`src/hdl/soc_cfg.svh`:
```
`ifndef SOC_CFG_SVH
`define SOC_CFG_SVH

// Bus widths
`define SOC_ADDR_W 32
`define SOC_DATA_W 32
`define SOC_STRB_W 4

// Address windows
// Mask covers the offset bits of each window
`define SOC_RAM_BASE   32'h4000_0000
`define SOC_RAM_MASK   32'h0000_FFFF

`define SOC_TIMER_BASE 32'h3000_0000
`define SOC_TIMER_MASK 32'h0000_000F

`define SOC_PWM_BASE   32'h2000_0000
`define SOC_PWM_MASK   32'h0000_00FF

// PWM block
`define PWM_CNT_W 16
`define PWM_OFF_W 8

// PWM register offsets
`define PWM_REG_PERIOD 8'h00
`define PWM_REG_DUTY0  8'h04
`define PWM_REG_DUTY1  8'h08
`define PWM_REG_CTRL   8'h0C

`endif
```
`src/hdl/soc_pkg.sv`:
```
`include "soc_cfg.svh"

package soc_pkg;

   // Bus fields
   typedef logic [`SOC_ADDR_W-1:0] addr_t;
   typedef logic [`SOC_DATA_W-1:0] data_t;
   typedef logic [`SOC_STRB_W-1:0] strb_t;

   // PWM period and duty values
   typedef logic [`PWM_CNT_W-1:0] pwm_cnt_t;

   // Register offset inside a peripheral window
   typedef logic [`PWM_OFF_W-1:0] pwm_off_t;

   // Destination of a request
   typedef enum logic [1:0] {
      REGION_RAM,
      REGION_TIMER,
      REGION_PWM,
      REGION_NONE
   } region_e;

endpackage

```
`src/hdl/periph_if.sv`:
```
interface periph_if;
   import soc_pkg::*;

   // Access from the router
   logic     sel;
   pwm_off_t off;
   data_t    wdata;
   logic     write;

   // Register readback, combinational in the device
   data_t    rdata;

   modport bus_mp (
      output sel,
      output off,
      output wdata,
      output write,
      input  rdata
   );

   modport dev_mp (
      input  sel,
      input  off,
      input  wdata,
      input  write,
      output rdata
   );

endinterface

```
`src/hdl/soc_periph_top.sv`:
```
module soc_periph_top (
   input  logic           clk,
   input  logic           resetn,

   // Bus master
   input  logic           req_valid_i,
   output logic           req_ready_o,
   input  soc_pkg::addr_t req_addr_i,
   input  soc_pkg::data_t req_wdata_i,
   input  logic           req_write_i,
   output logic           rsp_valid_o,
   output soc_pkg::data_t rsp_data_o,

   // External memory bus
   output logic           iomem_valid_o,
   input  logic           iomem_ready_i,
   output soc_pkg::strb_t iomem_wstrb_o,
   output soc_pkg::addr_t iomem_addr_o,
   output soc_pkg::data_t iomem_wdata_o,
   input  soc_pkg::data_t iomem_rdata_i,

   // PWM pins
   output logic           pwm0_o,
   output logic           pwm1_o
);

   periph_if pwm_bus ();

   bus_router u_router (
      .clk           (clk),
      .resetn        (resetn),
      .req_valid_i   (req_valid_i),
      .req_addr_i    (req_addr_i),
      .req_wdata_i   (req_wdata_i),
      .req_write_i   (req_write_i),
      .req_ready_o   (req_ready_o),
      .rsp_valid_o   (rsp_valid_o),
      .rsp_data_o    (rsp_data_o),
      .iomem_valid_o (iomem_valid_o),
      .iomem_ready_i (iomem_ready_i),
      .iomem_wstrb_o (iomem_wstrb_o),
      .iomem_addr_o  (iomem_addr_o),
      .iomem_wdata_o (iomem_wdata_o),
      .iomem_rdata_i (iomem_rdata_i),
      .pwm           (pwm_bus)
   );

   pwm_ctrl u_pwm (
      .clk    (clk),
      .resetn (resetn),
      .bus    (pwm_bus),
      .pwm0_o (pwm0_o),
      .pwm1_o (pwm1_o)
   );

endmodule

```
`src/hdl/pwm_ctrl.sv`:
```
`include "soc_cfg.svh"

module pwm_ctrl (
   input  logic     clk,
   input  logic     resetn,

   periph_if.dev_mp bus,

   output logic     pwm0_o,
   output logic     pwm1_o
);
   import soc_pkg::*;

   localparam int NUM_CH = 2;

   pwm_cnt_t          period_q;
   pwm_cnt_t          duty_q [NUM_CH];
   logic [NUM_CH-1:0] en_q;
   logic [NUM_CH-1:0] en_d;
   pwm_cnt_t          cnt_q;
   logic [NUM_CH-1:0] pwm_q;
   logic              wr_en;

   assign wr_en = bus.sel && bus.write;

   // Enable value in effect after this edge
   assign en_d = (wr_en && (bus.off == `PWM_REG_CTRL)) ? bus.wdata[NUM_CH-1:0] : en_q;

   // Register file
   always_ff @(posedge clk) begin
      if (!resetn) begin
         period_q <= '0;
         duty_q   <= '{default: '0};
         en_q     <= '0;
      end else begin
         if (wr_en) begin
            case (bus.off)
               `PWM_REG_PERIOD: begin
                  period_q <= bus.wdata[`PWM_CNT_W-1:0];
               end
               `PWM_REG_DUTY0: begin
                  duty_q[0] <= bus.wdata[`PWM_CNT_W-1:0];
               end
               `PWM_REG_DUTY1: begin
                  duty_q[1] <= bus.wdata[`PWM_CNT_W-1:0];
               end
               default: begin
               end
            endcase
         end
         en_q <= en_d;
      end
   end

   // Free-running period counter, wraps after reaching period
   always_ff @(posedge clk) begin
      if (!resetn) begin
         cnt_q <= '0;
      end else if (cnt_q >= period_q) begin
         cnt_q <= '0;
      end else begin
         cnt_q <= cnt_q + 1'b1;
      end
   end

   // Compare outputs
   always_ff @(posedge clk) begin
      if (!resetn) begin
         pwm_q <= '0;
      end else begin
         for (int ch = 0; ch < NUM_CH; ch++) begin
            pwm_q[ch] <= en_d[ch] && (cnt_q < duty_q[ch]);
         end
      end
   end

   assign pwm0_o = pwm_q[0];
   assign pwm1_o = pwm_q[1];

   // Readback, zero-extended
   always_comb begin
      case (bus.off)
         `PWM_REG_PERIOD: begin
            bus.rdata = data_t'(period_q);
         end
         `PWM_REG_DUTY0: begin
            bus.rdata = data_t'(duty_q[0]);
         end
         `PWM_REG_DUTY1: begin
            bus.rdata = data_t'(duty_q[1]);
         end
         `PWM_REG_CTRL: begin
            bus.rdata = data_t'(en_q);
         end
         default: begin
            bus.rdata = '0;
         end
      endcase
   end

   // Disabled channel never drives high, even across a control write
   assert property (@(posedge clk) disable iff (!resetn)
      (pwm_q & ~en_q) == '0)
      else $error("PWM output high with its channel disabled");

endmodule

```
`src/hdl/bus_router.sv`:
```
`include "soc_cfg.svh"

module bus_router (
   input  logic           clk,
   input  logic           resetn,

   input  logic           req_valid_i,
   input  soc_pkg::addr_t req_addr_i,
   input  soc_pkg::data_t req_wdata_i,
   input  logic           req_write_i,
   output logic           req_ready_o,

   output logic           rsp_valid_o,
   output soc_pkg::data_t rsp_data_o,

   output logic           iomem_valid_o,
   input  logic           iomem_ready_i,
   output soc_pkg::strb_t iomem_wstrb_o,
   output soc_pkg::addr_t iomem_addr_o,
   output soc_pkg::data_t iomem_wdata_o,
   input  soc_pkg::data_t iomem_rdata_i,

   periph_if.bus_mp       pwm
);
   import soc_pkg::*;

   region_e region;
   logic    ext_sel;
   logic    req_accept;
   logic    rd_accept;
   data_t   rd_data;
   logic    rsp_valid_q;
   data_t   rsp_data_q;

   // Address decode
   always_comb begin
      if ((req_addr_i & ~`SOC_RAM_MASK) == `SOC_RAM_BASE) begin
         region = REGION_RAM;
      end else if ((req_addr_i & ~`SOC_TIMER_MASK) == `SOC_TIMER_BASE) begin
         region = REGION_TIMER;
      end else if ((req_addr_i & ~`SOC_PWM_MASK) == `SOC_PWM_BASE) begin
         region = REGION_PWM;
      end else begin
         region = REGION_NONE;
      end
   end

   assign ext_sel = (region == REGION_RAM) || (region == REGION_TIMER);

   // External memory bus
   assign iomem_valid_o = req_valid_i && ext_sel;
   assign iomem_addr_o  = req_addr_i;
   assign iomem_wdata_o = req_wdata_i;
   assign iomem_wstrb_o = req_write_i ? '1 : '0;

   // On-chip PWM window
   assign pwm.sel   = req_valid_i && (region == REGION_PWM);
   assign pwm.off   = pwm_off_t'(req_addr_i & `SOC_PWM_MASK);
   assign pwm.wdata = req_wdata_i;
   assign pwm.write = req_write_i;

   // PWM and unmapped accesses finish in one cycle
   assign req_ready_o = ext_sel ? iomem_ready_i : 1'b1;

   assign req_accept = req_valid_i && req_ready_o;
   assign rd_accept  = req_accept && !req_write_i;

   // Read data source
   always_comb begin
      case (region)
         REGION_RAM, REGION_TIMER: begin
            rd_data = iomem_rdata_i;
         end
         REGION_PWM: begin
            rd_data = pwm.rdata;
         end
         default: begin
            rd_data = '0;
         end
      endcase
   end

   // Response one cycle after a read is accepted
   always_ff @(posedge clk) begin
      if (!resetn) begin
         rsp_valid_q <= 1'b0;
      end else begin
         rsp_valid_q <= rd_accept;
      end
   end

   always_ff @(posedge clk) begin
      if (rd_accept) begin
         rsp_data_q <= rd_data;
      end
   end

   assign rsp_valid_o = rsp_valid_q;
   assign rsp_data_o  = rsp_data_q;

   // External bus only ever sees RAM or timer addresses
   assert property (@(posedge clk) disable iff (!resetn)
      iomem_valid_o |-> !pwm.sel &&
         (((iomem_addr_o & ~`SOC_RAM_MASK) == `SOC_RAM_BASE) ||
          ((iomem_addr_o & ~`SOC_TIMER_MASK) == `SOC_TIMER_BASE)))
      else $error("iomem_valid_o raised for a non-external address");

   // No response without an accepted read the cycle before
   assert property (@(posedge clk) disable iff (!resetn)
      rsp_valid_o |-> $past(req_valid_i && req_ready_o && !req_write_i))
      else $error("rsp_valid_o without an accepted read");

endmodule

```
`config.mk`:
```
export PLATFORM = sky130hd
export DESIGN_NAME = soc_periph_top
export DESIGN_NICKNAME = d
export VERILOG_FILES = /design/src/hdl/soc_pkg.sv /design/src/hdl/periph_if.sv /design/src/hdl/soc_periph_top.sv /design/src/hdl/pwm_ctrl.sv /design/src/hdl/bus_router.sv
export VERILOG_INCLUDE_DIRS = /design/src /design/src/hdl
export SDC_FILE = /design/constraint.sdc
export NUM_CORES = 1
export LEC_CHECK = 0
export BUFFER_PORTS_ARGS = -buffer_cell sky130_fd_sc_hd__buf_4
export CAP_MARGIN = 0
export CORE_UTILIZATION = 51
export DETAILED_ROUTE_END_ITERATION = 8
export PLACE_DENSITY_LB_ADDON = 0.15
export REMOVE_ABC_BUFFERS = 1
export SLEW_MARGIN = 20
export SYNTH_ARGS = -nofsm -noshare
export SYNTH_HDL_FRONTEND = slang
export SYNTH_SLANG_ARGS = --single-unit
```
`constraint.sdc`:
```
create_clock -name clk -period 5.7 [get_ports clk]
set_input_delay 1.71 -clock clk [delete_from_list [all_inputs] [get_ports clk]]
set_output_delay 1.71 -clock clk [all_outputs]
set_load 0.005 [all_outputs]
```
# --- Word-level counts from Yosys, hierarchy flattened ---
# Cells that the tools add are included.
word_totals:
  ff_bits: 101
  inputBits: 101
  out_inout_bits: 105
  elab_cells: 46
op_classes:
  n_addsub: 1
  n_lt_le_gt_ge: 3
  n_eq_ne: 8
  n_mux: 8
  bitwise: 1
  n_reduce_logical: 17
op_table:
  columns: ["cell", "n"]
  rows:
  - ["one-hot mux 16 bit (4 select lines)", 1]
  - ["one-hot mux 32 bit (2 select lines)", 1]
  - ["less-than comparator 16 bit", 2]
  - ["equality test 28 x 26 -> 1 bit (second input constant)", 1]
  - ["equality test 24 x 22 -> 1 bit (second input constant)", 1]
  - ["adder 16 x 1 -> 16 bit (second input constant)", 1]
  - ["equality test 16 x 15 -> 1 bit (second input constant)", 1]
  - ["equality test 8 x 4 -> 1 bit (second input constant)", 2]
  - [">= comparator 16 bit", 1]
  - ["equality test 8 x 3 -> 1 bit (second input constant)", 1]
  - ["logical AND 1 bit", 8]
  - ["zero test 8 bit", 1]
  - ["two-way mux 2 bit", 3]
  - ["AND reduction 2 bit", 3]
  - ["two-way mux 4 bit", 1]
  - ["OR reduction 2 bit", 2]
  - ["equality test 2 x 1 -> 1 bit (second input constant)", 1]
  - ["equality test 2 bit (second input constant)", 1]
  - ["zero test 2 bit", 1]
  - ["two-way mux 1 bit", 2]
  - ["zero test 1 bit", 1]
  - ["logical OR 1 bit", 1]
  - ["inverter 1 bit", 1]

# --- Depth between registers and ports, before layout ---
logic_depth:
  ltp_word: 10
  mapped_depth: 8

# --- Modules after synthesis ---
# A second synthesis with hierarchy kept.
unflattened:
  cells_unflattened: 796
  area_unflattened_um2: 6671.4
by_module_without_submodules:
  columns: ["module", "n_inst", "cells_per_inst", "area_per_inst_um2", "seq_area_each_um2"]
  rows:
  - ["pwm_ctrl", 1, 523, 4169.0, 1361.3]
  - ["bus_router", 1, 273, 2502.4, 980.9]

# --- Least setup slack after synthesis ---
# Ideal clock, no wire load.
synth_timing:
  path_type: "in2reg"
  from: "in req_addr_i[29]"
  to: "reg u_router.rsp_data_q[0], in the netlist u_router.rsp_data_o[0], enable pin"
  arrival_time_ps: 4815
  required_ps: 5230
  slack_ps: 415
  path_stages: 6
  cell_sequence: "nor4b_2 nand4_4 mux2_2 nor2_2 clkbuf_1 a21boi_0"
synth_between:
  elab_chain_len: 9
synth_lines:
  columns: ["item", "line", "rtl"]
  rows:
  - ["from (decl)", "soc_periph_top.sv:8", "input soc_pkg::addr_t req_addr_i,"]
  - ["equality test 24 x 22 -> 1 bit (no line)", null, null]
  - ["two-way mux 1 bit", "bus_router.sv:41", "end else if ((req_addr_i & ~`SOC_PWM_MASK) == `SOC_PWM_BASE) begin"]
  - ["two-way mux 2 bit", "bus_router.sv:39", "end else if ((req_addr_i & ~`SOC_TIMER_MASK) == `SOC_TIMER_BASE) begin"]
  - ["two-way mux 2 bit *", "bus_router.sv:37", "if ((req_addr_i & ~`SOC_RAM_MASK) == `SOC_RAM_BASE) begin"]
  - ["equality test 2 x 1 -> 1 bit or zero test 2 bit (tied branches)", "bus_router.sv:48", "assign ext_sel = (region == REGION_RAM) || (region == REGION_TIMER);"]
  - ["logical OR 1 bit *", "bus_router.sv:48", null]
  - ["two-way mux 1 bit *", "bus_router.sv:63", "assign req_ready_o = ext_sel ? iomem_ready_i : 1'b1;"]
  - ["logical AND 1 bit *", "bus_router.sv:65", "assign req_accept = req_valid_i && req_ready_o;"]
  - ["logical AND 1 bit *", "bus_router.sv:66", "assign rd_accept = req_accept && !req_write_i;"]
  - ["via u_router.rd_accept", "bus_router.sv:30", "logic rd_accept;"]
  - ["to (signal assigned)", "bus_router.sv:94", "rsp_data_q <= rd_data;"]
  - ["to (decl)", "bus_router.sv:33", "data_t rsp_data_q;"]
# The timed path passes the listed nets; every way through them passes the cells marked *.
# A chain may end at the register's enable or synchronous reset.

# --- Final worst setup path ---
layout_timing:
  from: "in req_addr_i[12]"
  to: "out iomem_valid_o"
layout_between:
  elab_chain_len: 7
layout_lines:
  columns: ["item", "line", "rtl"]
  rows:
  - ["equality test 24 x 22 -> 1 bit (no line)", null, null]
  - ["two-way mux 1 bit", "bus_router.sv:41", null]
  - ["two-way mux 2 bit *", "bus_router.sv:39", null]
  - ["two-way mux 2 bit *", "bus_router.sv:37", null]
  - ["equality test 2 x 1 -> 1 bit or zero test 2 bit (tied branches)", "bus_router.sv:48", null]
  - ["logical OR 1 bit *", "bus_router.sv:48", null]
  - ["logical AND 1 bit *", "bus_router.sv:51", "assign iomem_valid_o = req_valid_i && ext_sel;"]
  - ["to (decl)", "soc_periph_top.sv:15", "output logic iomem_valid_o,"]
# Every way passes the cells marked *; elsewhere a longest branch is shown, timed or not.

==> results.py <==
metrics = {
    "routing": {
        "avgRoutedWirePerCell_um": 17.1,
        "drt_first_pass_iters": 8,
        "drt_iter0_markers": 193,
        "vias_per_cell": 5.44,
        "routed_wl_mm": 14.9,
        "via_count": 4742,
        "drt.antenna.violating_nets": 0,
        "drt_drc_violations_left": 9,
    },
    "pwr": {
        "power_switching_uw": 333,
        "power_leakage_nw": 3.00,
        "peakVddDrop_mv": 0.123,
        "seqPwrFrac": 0.513,
        "p_clk_frac": 0.388,
        "cell_internal_pwr_mw": 1.14,
        "power.density_nw_per_um2": 202,
        "power.share.switching": 0.227,
        "pwr-share-comb": 0.099,
    },
    "final_layout": {
        "final_layout_size_suffix_gt1_frac": 0.288,
        "area_growth_syn_to_layout_pct": 19.1,
        "nets": 872,
        "n_antenna_cell": 0,
        "finished_layout_cells": 872,
    },
    "run_status": {
        "result_of_the_run": "finished, violations left",
        "failed_checks": "design-rule violations",
    },
    "synth": {
        "postSynth.asyncResetShare": 0,
        "postSynth.topFlopCell": "dfxtp_1",
        "synthDominantCellAreaShare": 0.226,
        "gate_count_of_the_mapped_netlist": 628,
        "synth_edf_count": 32,
        "ys.warnings.count": 0,
        "postSynthAreaPerCell_um2": 9.75,
        "syn_area_um2": 6120,
        "netlist-cell-type-count": 49,
        "yosysMostFrequentCell": "dfxtp_1",
        "synthTopCellsByCount": "dfxtp_1 (69), buf_4 (68), nand2_1 (59)",
        "netlist.top_cell.by_area": "dfxtp_1",
        "synth-seq-area-share": 0.383,
        "synth_seq_cells": 101,
        "netlist_top_cells_area": "dfxtp_1 (23%), edfxtp_1 (16%), ha_1 (9.6%)",
    },
    "global_routing": {
        "grt_overflow_total": 0,
        "vias_in_the_first_global_route": 4829,
        "antenna_violations_before_repair": 0,
        "grt_util_all_layers": 0.246,
        "grt_first_pass_wirelength_mm": 23.9,
        "grt_max_degree": 55,
    },
    "floorplan": {
        "die_h_um": 112,
        "floorplan.die_area_um2": 12400,
        "rows": 39,
        "chipWidth_um": 112,
        "core_region_area_um2": 11600,
        "floorplan.io_pins": 206,
        "initial_core_util": 0.529,
    },
    "setup_path": {
        "ff2ff_path_depth": 7,
        "worst_setup_path_end_kind": "output port",
        "worst_path_required_ns": 3.99,
        "worst_r2r_endpoint": "u_pwm.cnt_q[2]",
        "r2r_setup_slack_ns": 2.82,
        "crit_start": "req_addr_i[12]",
        "critPathMaxFanout": 7,
        "worst_setup_path_start_kind": "input pin",
        "worstSetupEndpoint": "iomem_valid_o",
        "crit_type": "in2out",
        "worst-endpoint-arrival_ns": 3.22,
        "crit-reg2reg-launch": "u_pwm.cnt_q[13]",
    },
    "cts": {
        "tritoncts": "yes",
        "worst_skew_pair.late_latency_ns": 0.34,
        "cts_buffer_depth": 2,
        "cts_buffer_count": 9,
        "clkSlewWorstSetupHoldPaths_ns": 0.06,
        "clock_sinks": 101,
        "cts_setup_buffers": 0,
        "post_cts_hold_buffer_count": 0,
        "clock_tree.htree_level_count": 3,
        "ctsRootBufferMaster": "clkbuf_16",
        "ctsResizeCount": 0,
    },
    "timing": {
        "timing.fmax_ghz": 0.203,
        "worst_slew_margin_rel": 0.287,
        "final_period_minus_worst_setup_slack_ns": 4.93,
        "worst_clock_skew_ns": 0.00765,
        "layout_worst_path_cycle_share": 0.865,
        "setup_violations": 0,
        "slew_viol_final": 0,
        "setup-tns-final_ns": 0,
        "slew_worst_pin_ns": 1.07,
        "grt_setup_unrepaired": "false",
        "report.final.hold_viol_count": 0,
    },
    "min_path": {
        "hold_path.class": "reg2reg",
    },
    "place": {
        "placed_cells": 854,
        "globalplace.congestion": 0.916,
        "hpwl_dp_mm": 11.3,
        "portBuffers": 173,
    },
    "run": {
        "drv.max_cap_violation_count": 0,
    },
}
## worst min-delay path by stage
| stage | start | cells after the start | endpoint |
|---|---|---|---|
| floorplan | u_pwm.duty_q[3] | 2 | u_pwm.duty_q[3] |
| global placement | u_pwm.duty_q[3] | 2 | u_pwm.duty_q[3] |
| detailed placement | u_pwm.duty_q[3] | 2 | u_pwm.duty_q[3] |
| CTS | u_pwm.duty_q[3] | 2 | u_pwm.duty_q[3] |
| global route | u_pwm.duty_q[13] | 2 | u_pwm.duty_q[13] |
| finish | u_pwm.duty_q[4] | 2 | u_pwm.duty_q[4] |
## sequential cells by signal, indices dropped and copies added, names as in the netlist
register,flops
u_pwm.pwm_q,2
u_pwm.period_q,16
u_pwm.en_q,2
u_pwm.cnt_q,16
u_pwm.duty_q,32
u_router.rsp_valid_o,1
u_router.rsp_data_o,32
## metrics by stage
step           area (µm²)  setup slack (ns)  hold slack [ns]  total power [mW]  utilization
3_3_place_gp         6990             0.787            0.459             0.916        0.605
4_1_cts              7260             0.778            0.476              1.48        0.628
2_1_floorplan        5480             0.472            0.444             0.793            -
3_5_place_dp         6990             0.782            0.467             0.918        0.605
5_1_grt              7290             0.640            0.505              1.53        0.630
6_report             7290             0.767            0.475              1.47        0.630
## layer usage
| metal | routed length, µm | track usage | part of all wire |
|---|---|---|---|
| met1 | 5800 | 0.265 | 0.39 |
| met2 | 7860 | 0.460 | 0.53 |
| met3 | 796 | 0.0490 | 0.053 |
| met4 | 451 | 0.115 | 0.030 |
| met5 | 0 | 0 | 0 |
## cells by family after synthesis
logic type	count (synthesis)	synth area share
buffers and inverters	142	0.135
flip-flops	101	0.383
multiplexers	51	0.0877
AND/OR/NAND/NOR	169	0.167
XOR/XNOR	14	0.0200
AO/OA/AOI/OAI	104	0.112
adder cells (fa/ha/maj)	47	0.0961
## worst max-delay path: stages
cell and delay, ns:
buf_4 0.14, nor4_2 0.36, nand4_4 0.23, mux2_2 0.33, nor2_2 0.18, and2_1 0.16, buf_4 0.10
## power groups by stage
stage	Clock (mW)	Sequential (mW)	Combinational (mW)
CTS	0.580	0.755	0.147
finish	0.570	0.755	0.146
global route	0.616	0.756	0.155
detailed placement	0	0.772	0.147
floorplan	0	0.774	0.0196
global placement	0	0.771	0.145
## layout make-up
type / count / area, µm²
well taps: 143 / 179
inverters: 49 / 184
flip-flops and latches: 101 / 2340
clock inverters: 5 / 35.0
clock buffers: 11 / 234
multi-input cells: 385 / 2980
repair buffers: 178 / 1340
fillers: 951 / 4270
## cell usage in the layout, fill, tap and decap left out, types with 10 or more instances in the layout
master    synthesis  layout
nand2_1          59      59
mux2i_1          48      48
xor2_1           10      10
nor2b_1          36      36
and2_1           17      17
buf_4            68     176
o21ai_0          23      23
ha_1             47      47
dfxtp_1          69      69
inv_1            49      49
a21boi_0         16      15
a22o_1           16      16
a21oi_1          25      24
nand4_1          11      11
edfxtp_1         32      32
(Power assumes the default switching activity.)
